[config.mk]
export PLATFORM = sky130hd
export DESIGN_NAME = cpuTop
export DESIGN_NICKNAME = d
export VERILOG_FILES = /design/src/rtl/cpu_pkg.sv /design/src/rtl/fetchUnit.sv /design/src/rtl/regFile.sv /design/src/rtl/decodeUnit.sv /design/src/rtl/hazardUnit.sv /design/src/rtl/executeUnit.sv /design/src/rtl/memoryUnit.sv /design/src/rtl/cpuTop.sv
export VERILOG_INCLUDE_DIRS = /design/src /design/src/include
export SDC_FILE = /design/constraint.sdc
export NUM_CORES = 1
export LEC_CHECK = 0
export BUFFER_PORTS_ARGS = -buffer_cell sky130_fd_sc_hd__buf_2
export CAP_MARGIN = 20
export CORE_ASPECT_RATIO = 0.5
export CORE_MARGIN = 2
export CORE_UTILIZATION = 45
export DETAILED_ROUTE_END_ITERATION = 8
export SLEW_MARGIN = 20
export SYNTH_ARGS = -nofsm -noshare
export SYNTH_HDL_FRONTEND = slang
export SYNTH_SLANG_ARGS = --single-unit
[constraint.sdc]
create_clock -name clk -period 7.9 [get_ports clk]
set_input_delay 0.395 -clock clk [delete_from_list [all_inputs] [get_ports clk]]
set_output_delay 0.395 -clock clk [all_outputs]
set_load 0.05 [all_outputs]
[src/include/cpu_macros.svh]
`ifndef CPU_MACROS_SVH
`define CPU_MACROS_SVH

// Datapath and field widths
`define CPU_WORD_W 16
`define CPU_REG_W  3
`define CPU_OP_W   5
`define CPU_FN_W   2
`define CPU_IMM_W  5

// Opcodes
`define CPU_OP_HALT 5'b00000
`define CPU_OP_NOP  5'b00001
`define CPU_OP_ADDI 5'b01000
`define CPU_OP_LD   5'b10001
`define CPU_OP_ST   5'b10000
`define CPU_OP_ALU  5'b11011

// Function field of the register-register ALU opcode
`define CPU_FN_ADD 2'b00
`define CPU_FN_SUB 2'b01
`define CPU_FN_XOR 2'b10
`define CPU_FN_AND 2'b11

// Operand forwarding selects
`define CPU_FWD_W     2
`define CPU_FWD_NONE  2'b00
`define CPU_FWD_EXMEM 2'b01
`define CPU_FWD_MEMWB 2'b10

// Data memory words
`define CPU_DMEM_DEPTH 64

`endif

[src/rtl/cpu_pkg.sv]
`include "cpu_macros.svh"

package cpuPkg;

   // Register-register layout
   typedef struct packed {
      logic [`CPU_OP_W-1:0]  opcode;
      logic [`CPU_REG_W-1:0] rs;
      logic [`CPU_REG_W-1:0] rt;
      logic [`CPU_REG_W-1:0] rd;
      logic [`CPU_FN_W-1:0]  fn;
   } rFormT;

   // Immediate layout, rd sits where rForm has rt
   typedef struct packed {
      logic [`CPU_OP_W-1:0]  opcode;
      logic [`CPU_REG_W-1:0] rs;
      logic [`CPU_REG_W-1:0] rd;
      logic [`CPU_IMM_W-1:0] imm;
   } iFormT;

   typedef union packed {
      rFormT rForm;
      iFormT iForm;
   } instrWordT;

   typedef enum logic [`CPU_FN_W-1:0] {
      fnAdd = `CPU_FN_ADD,
      fnSub = `CPU_FN_SUB,
      fnXor = `CPU_FN_XOR,
      fnAnd = `CPU_FN_AND
   } aluFnT;

   typedef struct packed {
      logic                   valid;
      instrWordT              instr;
      logic [`CPU_WORD_W-1:0] pcPlus2;
   } ifIdT;

   typedef struct packed {
      logic                   valid;
      logic                   illegal;
      logic                   isLoad;
      logic                   isStore;
      logic                   regWrite;
      logic                   useImm;
      aluFnT                  aluFn;
      logic [`CPU_REG_W-1:0]  srcA;
      logic [`CPU_REG_W-1:0]  srcB;
      logic [`CPU_REG_W-1:0]  dest;
      logic [`CPU_WORD_W-1:0] opA;
      logic [`CPU_WORD_W-1:0] opB;
      logic [`CPU_WORD_W-1:0] imm;
      logic                   halt;
   } idExT;

   typedef struct packed {
      logic                   valid;
      logic                   illegal;
      logic                   isLoad;
      logic                   isStore;
      logic                   regWrite;
      logic [`CPU_REG_W-1:0]  dest;
      logic [`CPU_WORD_W-1:0] aluResult;
      logic [`CPU_WORD_W-1:0] storeData;
      logic                   halt;
   } exMemT;

   typedef struct packed {
      logic                   valid;
      logic                   illegal;
      logic                   regWrite;
      logic [`CPU_REG_W-1:0]  dest;
      logic [`CPU_WORD_W-1:0] wbData;
      logic                   halt;
   } memWbT;

endpackage

[src/rtl/fetchUnit.sv]
`timescale 1ns/1ps
`include "cpu_macros.svh"

module fetchUnit (
   input  logic                   clk,
   input  logic                   arstN,
   input  logic                   stall,
   input  logic                   haltSeen,
   input  logic [`CPU_WORD_W-1:0] imemData,
   output logic [`CPU_WORD_W-1:0] imemAddr,
   output cpuPkg::ifIdT           ifId
);

   logic [`CPU_WORD_W-1:0] pc;
   logic [`CPU_WORD_W-1:0] pcPlus2;

   assign pcPlus2  = pc + 'd2;
   assign imemAddr = pc;

   // PC freezes for a load-use stall and for good after a halt
   always_ff @(posedge clk or negedge arstN) begin
      if (!arstN) begin
         pc <= '0;
      end else if (!stall && !haltSeen) begin
         pc <= pcPlus2;
      end
   end

   // IF/ID, stall holds the current word
   always_ff @(posedge clk or negedge arstN) begin
      if (!arstN) begin
         ifId <= '0;
      end else if (!stall) begin
         ifId.valid   <= !haltSeen;
         ifId.instr   <= imemData;
         ifId.pcPlus2 <= pcPlus2;
      end
   end

   // The bubble behind a load clears the hazard after one cycle
   stallOneCycle: assert property (@(posedge clk) disable iff (!arstN)
      stall |=> !stall)
      else $error("load-use stall lasted more than one cycle");

endmodule

[src/rtl/regFile.sv]
`timescale 1ns/1ps
`include "cpu_macros.svh"

module regFile (
   input  logic                   clk,
   input  logic                   arstN,
   input  logic [`CPU_REG_W-1:0]  rdA,
   input  logic [`CPU_REG_W-1:0]  rdB,
   output logic [`CPU_WORD_W-1:0] dataA,
   output logic [`CPU_WORD_W-1:0] dataB,
   input  logic                   wrEn,
   input  logic [`CPU_REG_W-1:0]  wrReg,
   input  logic [`CPU_WORD_W-1:0] wrData
);

   localparam int NumRegs = 1 << `CPU_REG_W;

   logic [`CPU_WORD_W-1:0] regs [NumRegs];

   always_ff @(posedge clk or negedge arstN) begin
      if (!arstN) begin
         regs <= '{default: '0};
      end else if (wrEn) begin
         regs[wrReg] <= wrData;
      end
   end

   // Write-through so writeback and decode can share a cycle
   assign dataA = (wrEn && wrReg == rdA) ? wrData : regs[rdA];
   assign dataB = (wrEn && wrReg == rdB) ? wrData : regs[rdB];

endmodule

[src/rtl/decodeUnit.sv]
`timescale 1ns/1ps
`include "cpu_macros.svh"

module decodeUnit (
   input  logic           clk,
   input  logic           arstN,
   input  cpuPkg::ifIdT   ifId,
   input  logic           stall,
   input  cpuPkg::memWbT  memWb,
   output cpuPkg::idExT   idEx,
   output logic           haltSeen
);

   cpuPkg::instrWordT      instr;
   cpuPkg::idExT           idExNext;
   logic [`CPU_REG_W-1:0]  srcA;
   logic [`CPU_REG_W-1:0]  srcB;
   logic [`CPU_WORD_W-1:0] dataA;
   logic [`CPU_WORD_W-1:0] dataB;
   logic [`CPU_WORD_W-1:0] immExt;
   logic                   haltNow;
   logic                   haltReg;

   assign instr = ifId.instr;

   // rt and the I-form rd share bits, so ST store data comes out of port B
   assign srcA = instr.rForm.rs;
   assign srcB = instr.rForm.rt;

   assign immExt = {{(`CPU_WORD_W - `CPU_IMM_W){instr.iForm.imm[`CPU_IMM_W-1]}},
                    instr.iForm.imm};

   regFile regs (
      .clk    (clk),
      .arstN  (arstN),
      .rdA    (srcA),
      .rdB    (srcB),
      .dataA  (dataA),
      .dataB  (dataB),
      .wrEn   (memWb.valid && memWb.regWrite),
      .wrReg  (memWb.dest),
      .wrData (memWb.wbData)
   );

   always_comb begin
      idExNext       = '0;
      idExNext.valid = ifId.valid;
      idExNext.aluFn = cpuPkg::fnAdd;
      idExNext.srcA  = srcA;
      idExNext.srcB  = srcB;
      idExNext.opA   = dataA;
      idExNext.opB   = dataB;
      idExNext.imm   = immExt;
      case (instr.rForm.opcode)
         `CPU_OP_HALT: begin
            idExNext.halt = 1'b1;
         end
         `CPU_OP_NOP: begin
            idExNext.halt = 1'b0;
         end
         `CPU_OP_ADDI: begin
            idExNext.regWrite = 1'b1;
            idExNext.useImm   = 1'b1;
            idExNext.dest     = instr.iForm.rd;
         end
         `CPU_OP_LD: begin
            idExNext.isLoad   = 1'b1;
            idExNext.regWrite = 1'b1;
            idExNext.useImm   = 1'b1;
            idExNext.dest     = instr.iForm.rd;
         end
         // Address from rs plus immediate
         `CPU_OP_ST: begin
            idExNext.isStore = 1'b1;
            idExNext.useImm  = 1'b1;
         end
         `CPU_OP_ALU: begin
            idExNext.regWrite = 1'b1;
            idExNext.dest     = instr.rForm.rd;
            idExNext.aluFn    = cpuPkg::aluFnT'(instr.rForm.fn);
         end
         default: begin
            idExNext.illegal = 1'b1;
         end
      endcase
   end

   // Combinational part lets fetch drop the word behind HALT
   assign haltNow  = ifId.valid && instr.rForm.opcode == `CPU_OP_HALT;
   assign haltSeen = haltReg || haltNow;

   always_ff @(posedge clk or negedge arstN) begin
      if (!arstN) begin
         haltReg <= 1'b0;
      end else if (haltNow) begin
         haltReg <= 1'b1;
      end
   end

   // ID/EX, bubble on load-use stall
   always_ff @(posedge clk or negedge arstN) begin
      if (!arstN) begin
         idEx <= '0;
      end else if (stall) begin
         idEx <= '0;
      end else begin
         idEx <= idExNext;
      end
   end

   // Fetch must drop the word that follows HALT
   nothingAfterHalt: assert property (@(posedge clk) disable iff (!arstN)
      (idEx.valid && idEx.halt) |=> !idEx.valid)
      else $error("a valid instruction entered ID/EX right behind HALT");

endmodule

[src/rtl/hazardUnit.sv]
`timescale 1ns/1ps
`include "cpu_macros.svh"

module hazardUnit (
   input  cpuPkg::ifIdT           ifId,
   input  cpuPkg::idExT           idEx,
   input  cpuPkg::exMemT          exMem,
   input  cpuPkg::memWbT          memWb,
   output logic                   stall,
   output logic [`CPU_FWD_W-1:0]  fwdA,
   output logic [`CPU_FWD_W-1:0]  fwdB
);

   cpuPkg::instrWordT instr;
   logic              readsA;
   logic              readsB;
   logic              hitA;
   logic              hitB;

   // Nearest producer wins, loads in EX/MEM have no data yet
   function automatic logic [`CPU_FWD_W-1:0] fwdSel(input logic [`CPU_REG_W-1:0] src,
                                                    input cpuPkg::exMemT em,
                                                    input cpuPkg::memWbT mw);
      logic [`CPU_FWD_W-1:0] sel;
      sel = `CPU_FWD_NONE;
      if (em.valid && em.regWrite && !em.isLoad && em.dest == src) begin
         sel = `CPU_FWD_EXMEM;
      end else if (mw.valid && mw.regWrite && mw.dest == src) begin
         sel = `CPU_FWD_MEMWB;
      end
      return sel;
   endfunction

   assign instr = ifId.instr;

   // Which register ports the IF/ID word actually reads
   always_comb begin
      readsA = 1'b0;
      readsB = 1'b0;
      case (instr.rForm.opcode)
         `CPU_OP_ALU, `CPU_OP_ST: begin
            readsA = 1'b1;
            readsB = 1'b1;
         end
         `CPU_OP_ADDI, `CPU_OP_LD: begin
            readsA = 1'b1;
         end
         default: begin
            readsA = 1'b0;
         end
      endcase
   end

   assign hitA  = readsA && idEx.dest == instr.rForm.rs;
   assign hitB  = readsB && idEx.dest == instr.rForm.rt;
   assign stall = ifId.valid && idEx.valid && idEx.isLoad && (hitA || hitB);

   assign fwdA = fwdSel(idEx.srcA, exMem, memWb);
   assign fwdB = fwdSel(idEx.srcB, exMem, memWb);

endmodule

[src/rtl/executeUnit.sv]
`timescale 1ns/1ps
`include "cpu_macros.svh"

module executeUnit (
   input  logic                   clk,
   input  logic                   arstN,
   input  cpuPkg::idExT           idEx,
   input  logic [`CPU_FWD_W-1:0]  fwdA,
   input  logic [`CPU_FWD_W-1:0]  fwdB,
   input  cpuPkg::exMemT          exMem,
   input  cpuPkg::memWbT          memWb,
   output cpuPkg::exMemT          exMemOut
);

   logic [`CPU_WORD_W-1:0] opA;
   logic [`CPU_WORD_W-1:0] opBFwd;
   logic [`CPU_WORD_W-1:0] opB;
   logic [`CPU_WORD_W-1:0] result;

   function automatic logic [`CPU_WORD_W-1:0] pickOperand(
      input logic [`CPU_FWD_W-1:0]  sel,
      input logic [`CPU_WORD_W-1:0] decoded,
      input cpuPkg::exMemT          em,
      input cpuPkg::memWbT          mw);
      logic [`CPU_WORD_W-1:0] value;
      case (sel)
         `CPU_FWD_EXMEM: value = em.aluResult;
         `CPU_FWD_MEMWB: value = mw.wbData;
         default:        value = decoded;
      endcase
      return value;
   endfunction

   assign opA    = pickOperand(fwdA, idEx.opA, exMem, memWb);
   assign opBFwd = pickOperand(fwdB, idEx.opB, exMem, memWb);
   // Forwarded B is still needed as store data
   assign opB    = idEx.useImm ? idEx.imm : opBFwd;

   always_comb begin
      case (idEx.aluFn)
         cpuPkg::fnSub: result = opA - opB;
         cpuPkg::fnXor: result = opA ^ opB;
         cpuPkg::fnAnd: result = opA & opB;
         default:       result = opA + opB;
      endcase
   end

   always_ff @(posedge clk or negedge arstN) begin
      if (!arstN) begin
         exMemOut <= '0;
      end else begin
         exMemOut.valid     <= idEx.valid;
         exMemOut.illegal   <= idEx.illegal;
         exMemOut.isLoad    <= idEx.isLoad;
         exMemOut.isStore   <= idEx.isStore;
         exMemOut.regWrite  <= idEx.regWrite;
         exMemOut.dest      <= idEx.dest;
         exMemOut.aluResult <= result;
         exMemOut.storeData <= opBFwd;
         exMemOut.halt      <= idEx.halt;
      end
   end

   // A load in EX/MEM only has its address, the stall must keep its reader out
   noLoadForward: assert property (@(posedge clk) disable iff (!arstN)
      (exMem.valid && exMem.isLoad && idEx.valid && (idEx.regWrite || idEx.isStore))
      |-> exMem.dest != idEx.srcA)
      else $error("operand A depends on a load still in EX/MEM");

endmodule

[src/rtl/memoryUnit.sv]
`timescale 1ns/1ps
`include "cpu_macros.svh"

module memoryUnit (
   input  logic          clk,
   input  logic          arstN,
   input  cpuPkg::exMemT exMem,
   output cpuPkg::memWbT memWb
);

   localparam int AddrW = $clog2(`CPU_DMEM_DEPTH);

   logic [`CPU_WORD_W-1:0] dmem [`CPU_DMEM_DEPTH];
   logic [AddrW-1:0]       addr;
   logic [`CPU_WORD_W-1:0] rdData;
   logic [`CPU_WORD_W-1:0] wbData;

   // Low address bits only, the memory wraps
   assign addr   = exMem.aluResult[AddrW-1:0];
   assign rdData = dmem[addr];

   always_ff @(posedge clk) begin
      if (exMem.valid && exMem.isStore) begin
         dmem[addr] <= exMem.storeData;
      end
   end

   assign wbData = exMem.isLoad ? rdData : exMem.aluResult;

   always_ff @(posedge clk or negedge arstN) begin
      if (!arstN) begin
         memWb <= '0;
      end else begin
         memWb.valid    <= exMem.valid;
         memWb.illegal  <= exMem.illegal;
         memWb.regWrite <= exMem.regWrite;
         memWb.dest     <= exMem.dest;
         memWb.wbData   <= wbData;
         memWb.halt     <= exMem.halt;
      end
   end

endmodule

[src/rtl/cpuTop.sv]
`timescale 1ns/1ps
`include "cpu_macros.svh"

module cpuTop (
   input  logic                   clk,
   input  logic                   arstN,
   output logic [`CPU_WORD_W-1:0] imemAddr,
   input  logic [`CPU_WORD_W-1:0] imemData,
   output logic                   wbValid,
   output logic [`CPU_REG_W-1:0]  wbReg,
   output logic [`CPU_WORD_W-1:0] wbData,
   output logic                   halted,
   output logic                   err
);

   cpuPkg::ifIdT          ifId;
   cpuPkg::idExT          idEx;
   cpuPkg::exMemT         exMem;
   cpuPkg::memWbT         memWb;
   logic                  stall;
   logic                  haltSeen;
   logic [`CPU_FWD_W-1:0] fwdA;
   logic [`CPU_FWD_W-1:0] fwdB;

   fetchUnit fetch (
      .clk      (clk),
      .arstN    (arstN),
      .stall    (stall),
      .haltSeen (haltSeen),
      .imemData (imemData),
      .imemAddr (imemAddr),
      .ifId     (ifId)
   );

   decodeUnit decode (
      .clk      (clk),
      .arstN    (arstN),
      .ifId     (ifId),
      .stall    (stall),
      .memWb    (memWb),
      .idEx     (idEx),
      .haltSeen (haltSeen)
   );

   hazardUnit hazard (
      .ifId  (ifId),
      .idEx  (idEx),
      .exMem (exMem),
      .memWb (memWb),
      .stall (stall),
      .fwdA  (fwdA),
      .fwdB  (fwdB)
   );

   executeUnit execute (
      .clk      (clk),
      .arstN    (arstN),
      .idEx     (idEx),
      .fwdA     (fwdA),
      .fwdB     (fwdB),
      .exMem    (exMem),
      .memWb    (memWb),
      .exMemOut (exMem)
   );

   memoryUnit memory (
      .clk   (clk),
      .arstN (arstN),
      .exMem (exMem),
      .memWb (memWb)
   );

   // Writeback seen from outside
   assign wbValid = memWb.valid && memWb.regWrite;
   assign wbReg   = memWb.dest;
   assign wbData  = memWb.wbData;
   assign err     = memWb.valid && memWb.illegal;

   // Sticky until reset
   always_ff @(posedge clk or negedge arstN) begin
      if (!arstN) begin
         halted <= 1'b0;
      end else if (memWb.valid && memWb.halt) begin
         halted <= 1'b1;
      end
   end

endmodule

==> impl_metrics.json, run 1 <==
{
  "status": "completed",
  "slowest_delay_ns": 0.66,
  "syn_area_um2": 51800,
  "crit_family": "simple AND/OR/NAND/NOR gates",
  "synth-seq-area-share_pct": 73.0,
  "yosysTopAreaCellShare_pct": 59.4,
  "synth_most_common_cell": "edfxtp_1",
  "regArea_um2": 37800,
  "grt_first_pass_wirelength_mm": 209,
  "dieArea_um2": 118000,
  "dp_hpwl_mm": 81.0,
  "fin_hold_ws_ns": 0.242,
  "cp_slowest_cell": "or4b_4",
  "ys_async_sr_fraction_pct": 21.5,
  "synth-edff-count": 1024,
  "synth_warnings": 0,
  "globalplace.congestion": 0.855,
  "cp.arrival_ns": 6.33,
  "post_cts_resized": 0,
  "period_needed_ns": 5.73,
  "r2r_cells": 16,
  "netlist-cell-type-count": 71,
  "area_growth_pct": 12.2,
  "critPathLaunchType": "register",
  "cts-buffers-inserted": 114,
  "finalWorstSetupSlack_ns": 2.17,
  "fill_cells": 9177,
  "rsz0062_at_grt": "no",
  "initial_core_util_pct": 45.6,
  "synth.top_cells.by_count": "edfxtp_1 (1024), a22oi_1 (463), dfrtp_1 (281), nor2_1 (178), clkbuf_1 (173)",
  "grt_max_degree": 88,
  "via_per_inst": 6.20,
  "gr-total-overflow": 0,
  "crit_buf_inv": 0,
  "finish.instance_area_um2": 58100,
  "clock-skew-final_ns": 0.0542,
  "antenna_found_initial": 1,
  "relSlewSlack_pct": 13.6,
  "crit_fanout": 16,
  "fin_util_pct": 51.2,
  "io-pin-count": 56,
  "postPlaceCellArea_um2": 54200,
  "cts_tree": "done",
  "postCtsSetupBuffers": 0,
  "p_leak_nw": 20.0,
  "cp.required_ns": 8.49,
  "drtAntennaViolNets": 0,
  "h-tree-depth": 3,
  "cp.depth": 16,
  "clock_latency_ns": 0.75,
  "avgSynthCellArea_um2": 16.3,
  "syn_nets": 3221,
  "multi_input_area_um2": 13100,
  "max_cap_violations": 0,
  "die_w_um": 484,
  "hp-class": "primary input to asynchronous set/reset pin",
  "tns_ns": 0,
  "syn_inst": 3169,
  "final_layout_size_suffix_gt1_share_pct": 18.8,
  "portBuffers": 54,
  "vias": 30100,
  "grt_use_total_pct": 24.1,
  "die_h_um": 244,
  "endpoint_kind": "register",
  "worst_pin_slew_ns": 1.28,
  "finalSetupViolations": 0,
  "r2r_end": "execute.exMemOut[32]",
  "reg2reg_setup_slack_ns": 2.17,
  "hold_violations": 0,
  "yosysTopAreaCell": "edfxtp_1",
  "cts_sinks": 1305,
  "core-area_um2": 113000,
  "drt_first_pass_iters": 5,
  "path_clk_slew_ns": 0.07,
  "finalCritPeriodShare_pct": 72.6,
  "rows": 87,
  "path_class": "register to register",
  "num_antenna_cells": 0,
  "cellPowerDensity_nw_per_um2": 304,
  "synth_area_leaders": "edfxtp_1 (59%), dfrtp_1 (14%), a22oi_1 (6.7%)",
  "drcViolationCount": 0,
  "clockBufferDepth": 3,
  "clock-root-buffer": "clkbuf_16",
  "drtIter0Drc": 3774,
  "timing.rr.start": "memory.memWb[18]",
  "drv_slew": 0,
  "synth_ff_type": "edfxtp_1",
  "synth_seq_cells": 1305,
  "crit_chain": "xnor2_2 -> or4b_4 -> mux2_2 -> mux2i_1 -> o21ai_1 -> or4_1 -> o21ai_0 -> xor2_1 -> ha_1 -> or3_1 -> o211ai_1 -> a31oi_1 -> a221o_1 -> or4_1 -> mux2i_1 -> nor3_2",
  "dp_slack_ns": 2.26,
  "max_freq_mhz": 174,
  "nets": 3298,
  "ir_drop_mv": 0.189,
  "totalWireLength_mm": 143,
  "grt_pass1_vias": 29500,
  "wl_per_cell_um": 29.5
}
==> power breakdown <==
| group | leakage [nW] | switching (mW) | total (mW) | internal, mW |
|---|---|---|---|---|
| sequential | 13.1 | 0.429 | 8.24 | 7.81 |
| combinational | 5.14 | 2.65 | 3.82 | 1.17 |
| clock | 1.79 | 2.52 | 5.59 | 3.07 |
==> placed cells by master (no fill, tap or decap), types with 19 or more instances in the layout <==
cell type	n
edfxtp_1	1024
a22oi_1	463
dfrtp_1	263
nor2_1	170
mux2_2	150
buf_4	129
clkbuf_16	114
a41oi_1	86
nand2_1	67
mux4_2	65
mux2i_1	63
buf_2	53
o21ai_0	38
a31oi_1	37
a211oi_1	37
a221oi_1	36
xor2_1	33
ha_1	33
a21oi_1	31
clkbuf_1	31
xnor2_1	27
a22o_1	27
nand4_1	24
clkinv_1	23
inv_1	20
nor2b_1	19
==> kinds of logic (layout without fill, tap and decap cells) <==
kind of cell	count (synthesis)	count (layout)	share of synthesized area [%]
XOR/XNOR	61	61	1.05
AND/OR/NAND/NOR	415	415	3.90
other	1	1	0.00724
AO/OA/AOI/OAI	809	809	11.8
multiplexers	278	278	7.31
flip-flops	1305	1305	73.0
adder cells (fa/ha/maj)	34	34	0.836
buffers and inverters	266	436	2.13
==> metal layers <==
layer  global-route usage, %  vias to the layer above  part of all wire, %  routed length, µm
met2                    37.6                     1324                   46              65500
li1                        -                    12900                    -                  -
met3                    4.18                      197                  8.6              12300
met5                       0                        -                    0                  0
met4                    5.55                        0                  2.2               3200
met1                    35.5                    15600                   43              62000
==> registers in the layout (all words and copies together), names as in the netlist <==
signal            cells
memory.dmem        1024
decode.regs.regs    128
decode.idEx          55
execute.exMemOut     41
memory.memWb         23
fetch.ifId           17
fetch.imemAddr       15
decode.haltReg        1
halted                1
==> how the worst max path moves through the flow <==
stage	start	end	slack, ns
floorplan	memory.memWb[17]	execute.exMemOut[32]	3.05
global placement	memory.memWb[18]	execute.exMemOut[32]	2.32
detailed placement	memory.memWb[18]	execute.exMemOut[32]	2.26
CTS	memory.memWb[18]	execute.exMemOut[32]	2.24
global route	memory.memWb[18]	execute.exMemOut[32]	1.83
finish	memory.memWb[18]	execute.exMemOut[32]	2.17
==> area by class of cell <==
cell class | count | share of cell area (%)
inverters | 20 | 0.129
flip-flops and latches | 1305 | 65.1
clock inverters | 55 | 1.07
well taps | 1513 | 3.26
clock buffers | 154 | 5.29
multi-input cells | 1598 | 22.5
repair buffers | 207 | 2.68
==> metrics by stage <==
| step | power (mW) | std cells |
|---|---|---|
| finish | 17.7 | 4852 |
| global route | 18.2 | 4852 |
| CTS | 17.7 | 4852 |
| detailed placement | 12.1 | 4626 |
| global placement | 12.1 | 4626 |
| floorplan | 10.5 | 3169 |
==> what timing repair did <==
action | 4_1_cts | 5_1_grt
hold buffers | 17 | 0
setup endpoints to repair | 0 | 0
endpoints found under the hold margin | 87 | 0
(Power assumes the default switching activity.)
==> inputs of run 2 (changes only) <==
==> constraint.sdc (replaced) <==
create_clock -name clk -period 4.8 [get_ports clk]
set_input_delay 0.24 -clock clk [delete_from_list [all_inputs] [get_ports clk]]
set_output_delay 0.24 -clock clk [all_outputs]
set_load 0.05 [all_outputs]
==> run 2 against run 1 <==
Hold slack improved by 0.069 ns. Maximum frequency increased by 23%. Setup slack got worse by 2.0 ns. Critical path type unchanged. Largest cell class unchanged. Highest routed layer is now met5.
==> impl_metrics.json, run 2 (synthesized netlist as in run 1, its figures left out) <==
{
  "largest_register_ffs": 1024,
  "power_mw": 29.5,
  "crit_buf_inv": 1,
  "cp-startpoint": "decode.idEx[52]",
  "globalplace.congestion": 0.933,
  "clockBufferDepth": 3,
  "dp_hpwl_mm": 87.4,
  "path_class": "register to register",
  "p_leak_nw": 20.7,
  "clock-skew-final_ns": 0.0475,
  "grt_pass1_vias": 30200,
  "cp.arrival_ns": 5.25,
  "hold_violations": 0,
  "cp_slowest_cell": "or4_4",
  "crit_end": "execute.exMemOut[32]",
  "drt_first_pass_iters": 6,
  "cts-buffers-inserted": 113,
  "crit_fanout": 5,
  "grt_first_pass_wirelength_mm": 215,
  "rsz0062_at_grt": "yes",
  "period_needed_ns": 4.65,
  "path_clk_slew_ns": 0.07,
  "worst_pin_slew_ns": 1.10,
  "clock-root-buffer": "clkbuf_16",
  "hp-class": "primary input to register",
  "via_per_inst": 6.22,
  "totalWireLength_mm": 148,
  "pwr-share-clk_pct": 30.8,
  "timing.rr.start": "decode.idEx[52]",
  "status": "completed",
  "net-switching-power_mw": 9.45,
  "reg2reg_setup_slack_ns": 0.15,
  "cts_tree": "done",
  "rows": 87,
  "internal_power_mw": 20.1,
  "largestRegisters": "memory.dmem: 1024 flops, decode.regs.regs: 128 flops, decode.idEx: 55 flops",
  "finalSetupViolations": 0,
  "dieArea_um2": 118000,
  "gr-total-overflow": 0,
  "netSwitchingFraction_pct": 32.0,
  "max_cap_violations": 0,
  "r2r_end": "execute.exMemOut[32]",
  "antenna_found_initial": 4,
  "die_w_um": 484,
  "cellPowerDensity_nw_per_um2": 498,
  "largest_register": "memory.dmem",
  "vias": 31000,
  "max_freq_mhz": 215,
  "cp.depth": 17,
  "layout_common_cells": "edfxtp_1 (1024), a22oi_1 (462), dfrtp_1 (262)",
  "critPathLaunchType": "register",
  "drv_slew": 0,
  "finalCritPeriodShare_pct": 96.9,
  "area_growth_pct": 14.4,
  "grt_use_total_pct": 25.0,
  "nets": 3416,
  "mostFrequentLayoutCell": "edfxtp_1",
  "portBuffers": 54,
  "die_h_um": 244,
  "clock_latency_ns": 0.74,
  "relSlewSlack_pct": 26.2,
  "core-area_um2": 113000,
  "io-pin-count": 56,
  "ir_drop_mv": 0.328,
  "h-tree-depth": 3,
  "drcViolationCount": 0,
  "crit_chain": "xor2_1 -> or4b_4 -> mux2_2 -> mux2i_2 -> o21ai_2 -> or4_4 -> o21ai_4 -> xor2_1 -> ha_1 -> or3_1 -> o211ai_1 -> buf_4 -> a31oi_4 -> a221o_1 -> or4_1 -> mux2i_1 -> nor3_2",
  "drtIter0Drc": 3706,
  "crit_family": "simple AND/OR/NAND/NOR gates",
  "fill_cells": 9244,
  "crit_top_cell": "xor2_1",
  "endpoint_kind": "register",
  "cp.required_ns": 5.40,
  "slowest_delay_ns": 0.57,
  "drtAntennaViolNets": 0,
  "initial_core_util_pct": 45.6,
  "tns_ns": 0,
  "grt_max_degree": 117,
  "pwr-share-comb_pct": 23.4,
  "p_seq_share_pct": 45.8,
  "final_layout_size_suffix_gt1_share_pct": 22.5,
  "cts_sinks": 1305,
  "r2r_cells": 17,
  "wl_per_cell_um": 29.7
}
[run 2: cell count changes in the layout (fill, tap and decap cells not counted), sizes merged]
cell / change
buf: +117
bufinv: -1
clkbuf: -16
clkinv: +18
clkinvlp: +6
diode: +2
dlygate4sd3: +2
inv: -2
[run 2: what timing repair did]
action	CTS	global route
resized for setup	9	34
setup buffers	1	6
setup endpoints to repair	2	5
pin swaps	2	20
endpoints found under the hold margin	173	0
hold buffers	19	0
[run 2: area by class of cell]
class | instances | area [µm²] | share of cell area, %
Multi-Input combinational cell | 1598 | 13200 | 22.3
Tap cell | 1513 | 1890 | 3.20
Clock inverter | 76 | 673 | 1.14
Antenna cell | 2 | 5.00 | 0.00845
Clock buffer | 138 | 2980 | 5.04
Sequential cell | 1305 | 37800 | 63.8
Inverter | 20 | 75.1 | 0.127
Timing Repair Buffer | 326 | 2560 | 4.33
[run 2: worst min path at each step]
stage,startpoint,to,slack (ns),cells after the start
3_3_place_gp,arstN,decode.regs.regs[8],0.18,1
4_1_cts,imemData[3],fetch.ifId[19],0.26,3
2_1_floorplan,arstN,decode.haltReg,-0.06,0
3_5_place_dp,arstN,decode.regs.regs[8],0.19,1
6_report,imemData[3],fetch.ifId[19],0.31,3
5_1_grt,imemData[3],fetch.ifId[19],0.29,3
[run 2: metrics by stage]
step	worst slack (ns)	util (%)	std cells	hold WS (ns)	instance area, µm²
floorplan	0.0210	-	3169	-0.0556	51800
global placement	-0.0125	48.6	4735	0.179	55100
detailed placement	-0.124	48.6	4736	0.186	55100
CTS	-0.0201	52.0	4970	0.257	59000
global route	-0.0418	52.2	4976	0.287	59200
finish	0.149	52.2	4978	0.312	59200
[run 2: power groups by stage]
stage	Combinational, mW	Sequential [mW]	Clock, mW
2_1_floorplan	3.68	13.6	0
3_3_place_gp	6.59	13.7	0
3_5_place_dp	6.65	13.7	0
4_1_cts	6.70	13.5	9.22
5_1_grt	7.31	13.5	9.68
6_report	6.90	13.5	9.10
[run 2: metal layers]
| metal | part of all wire [%] | global-route usage, % | vias to the layer above | wire (µm) |
|---|---|---|---|---|
| li1 | - | - | 13200 | - |
| met1 | 41 | 35.4 | 16100 | 61200 |
| met2 | 46 | 38.8 | 1462 | 67900 |
| met3 | 9.6 | 5.79 | 243 | 14200 |
| met4 | 3.0 | 7.29 | 4 | 4410 |
| met5 | 0.022 | 0 | - | 33 |
[run 2: worst reg2reg max path, delay by kind of cell, from the launching register on]
family	cells	cell delay (ns)
muxes	3	0.71
DFF	1	0.39
and+or+nand+nor	5	1.95
xor gates and xnor gates	2	0.27
buffers and inverters	1	0.16
adders and majority gates	1	0.19
AOI/OAI and AO/OA	5	0.86
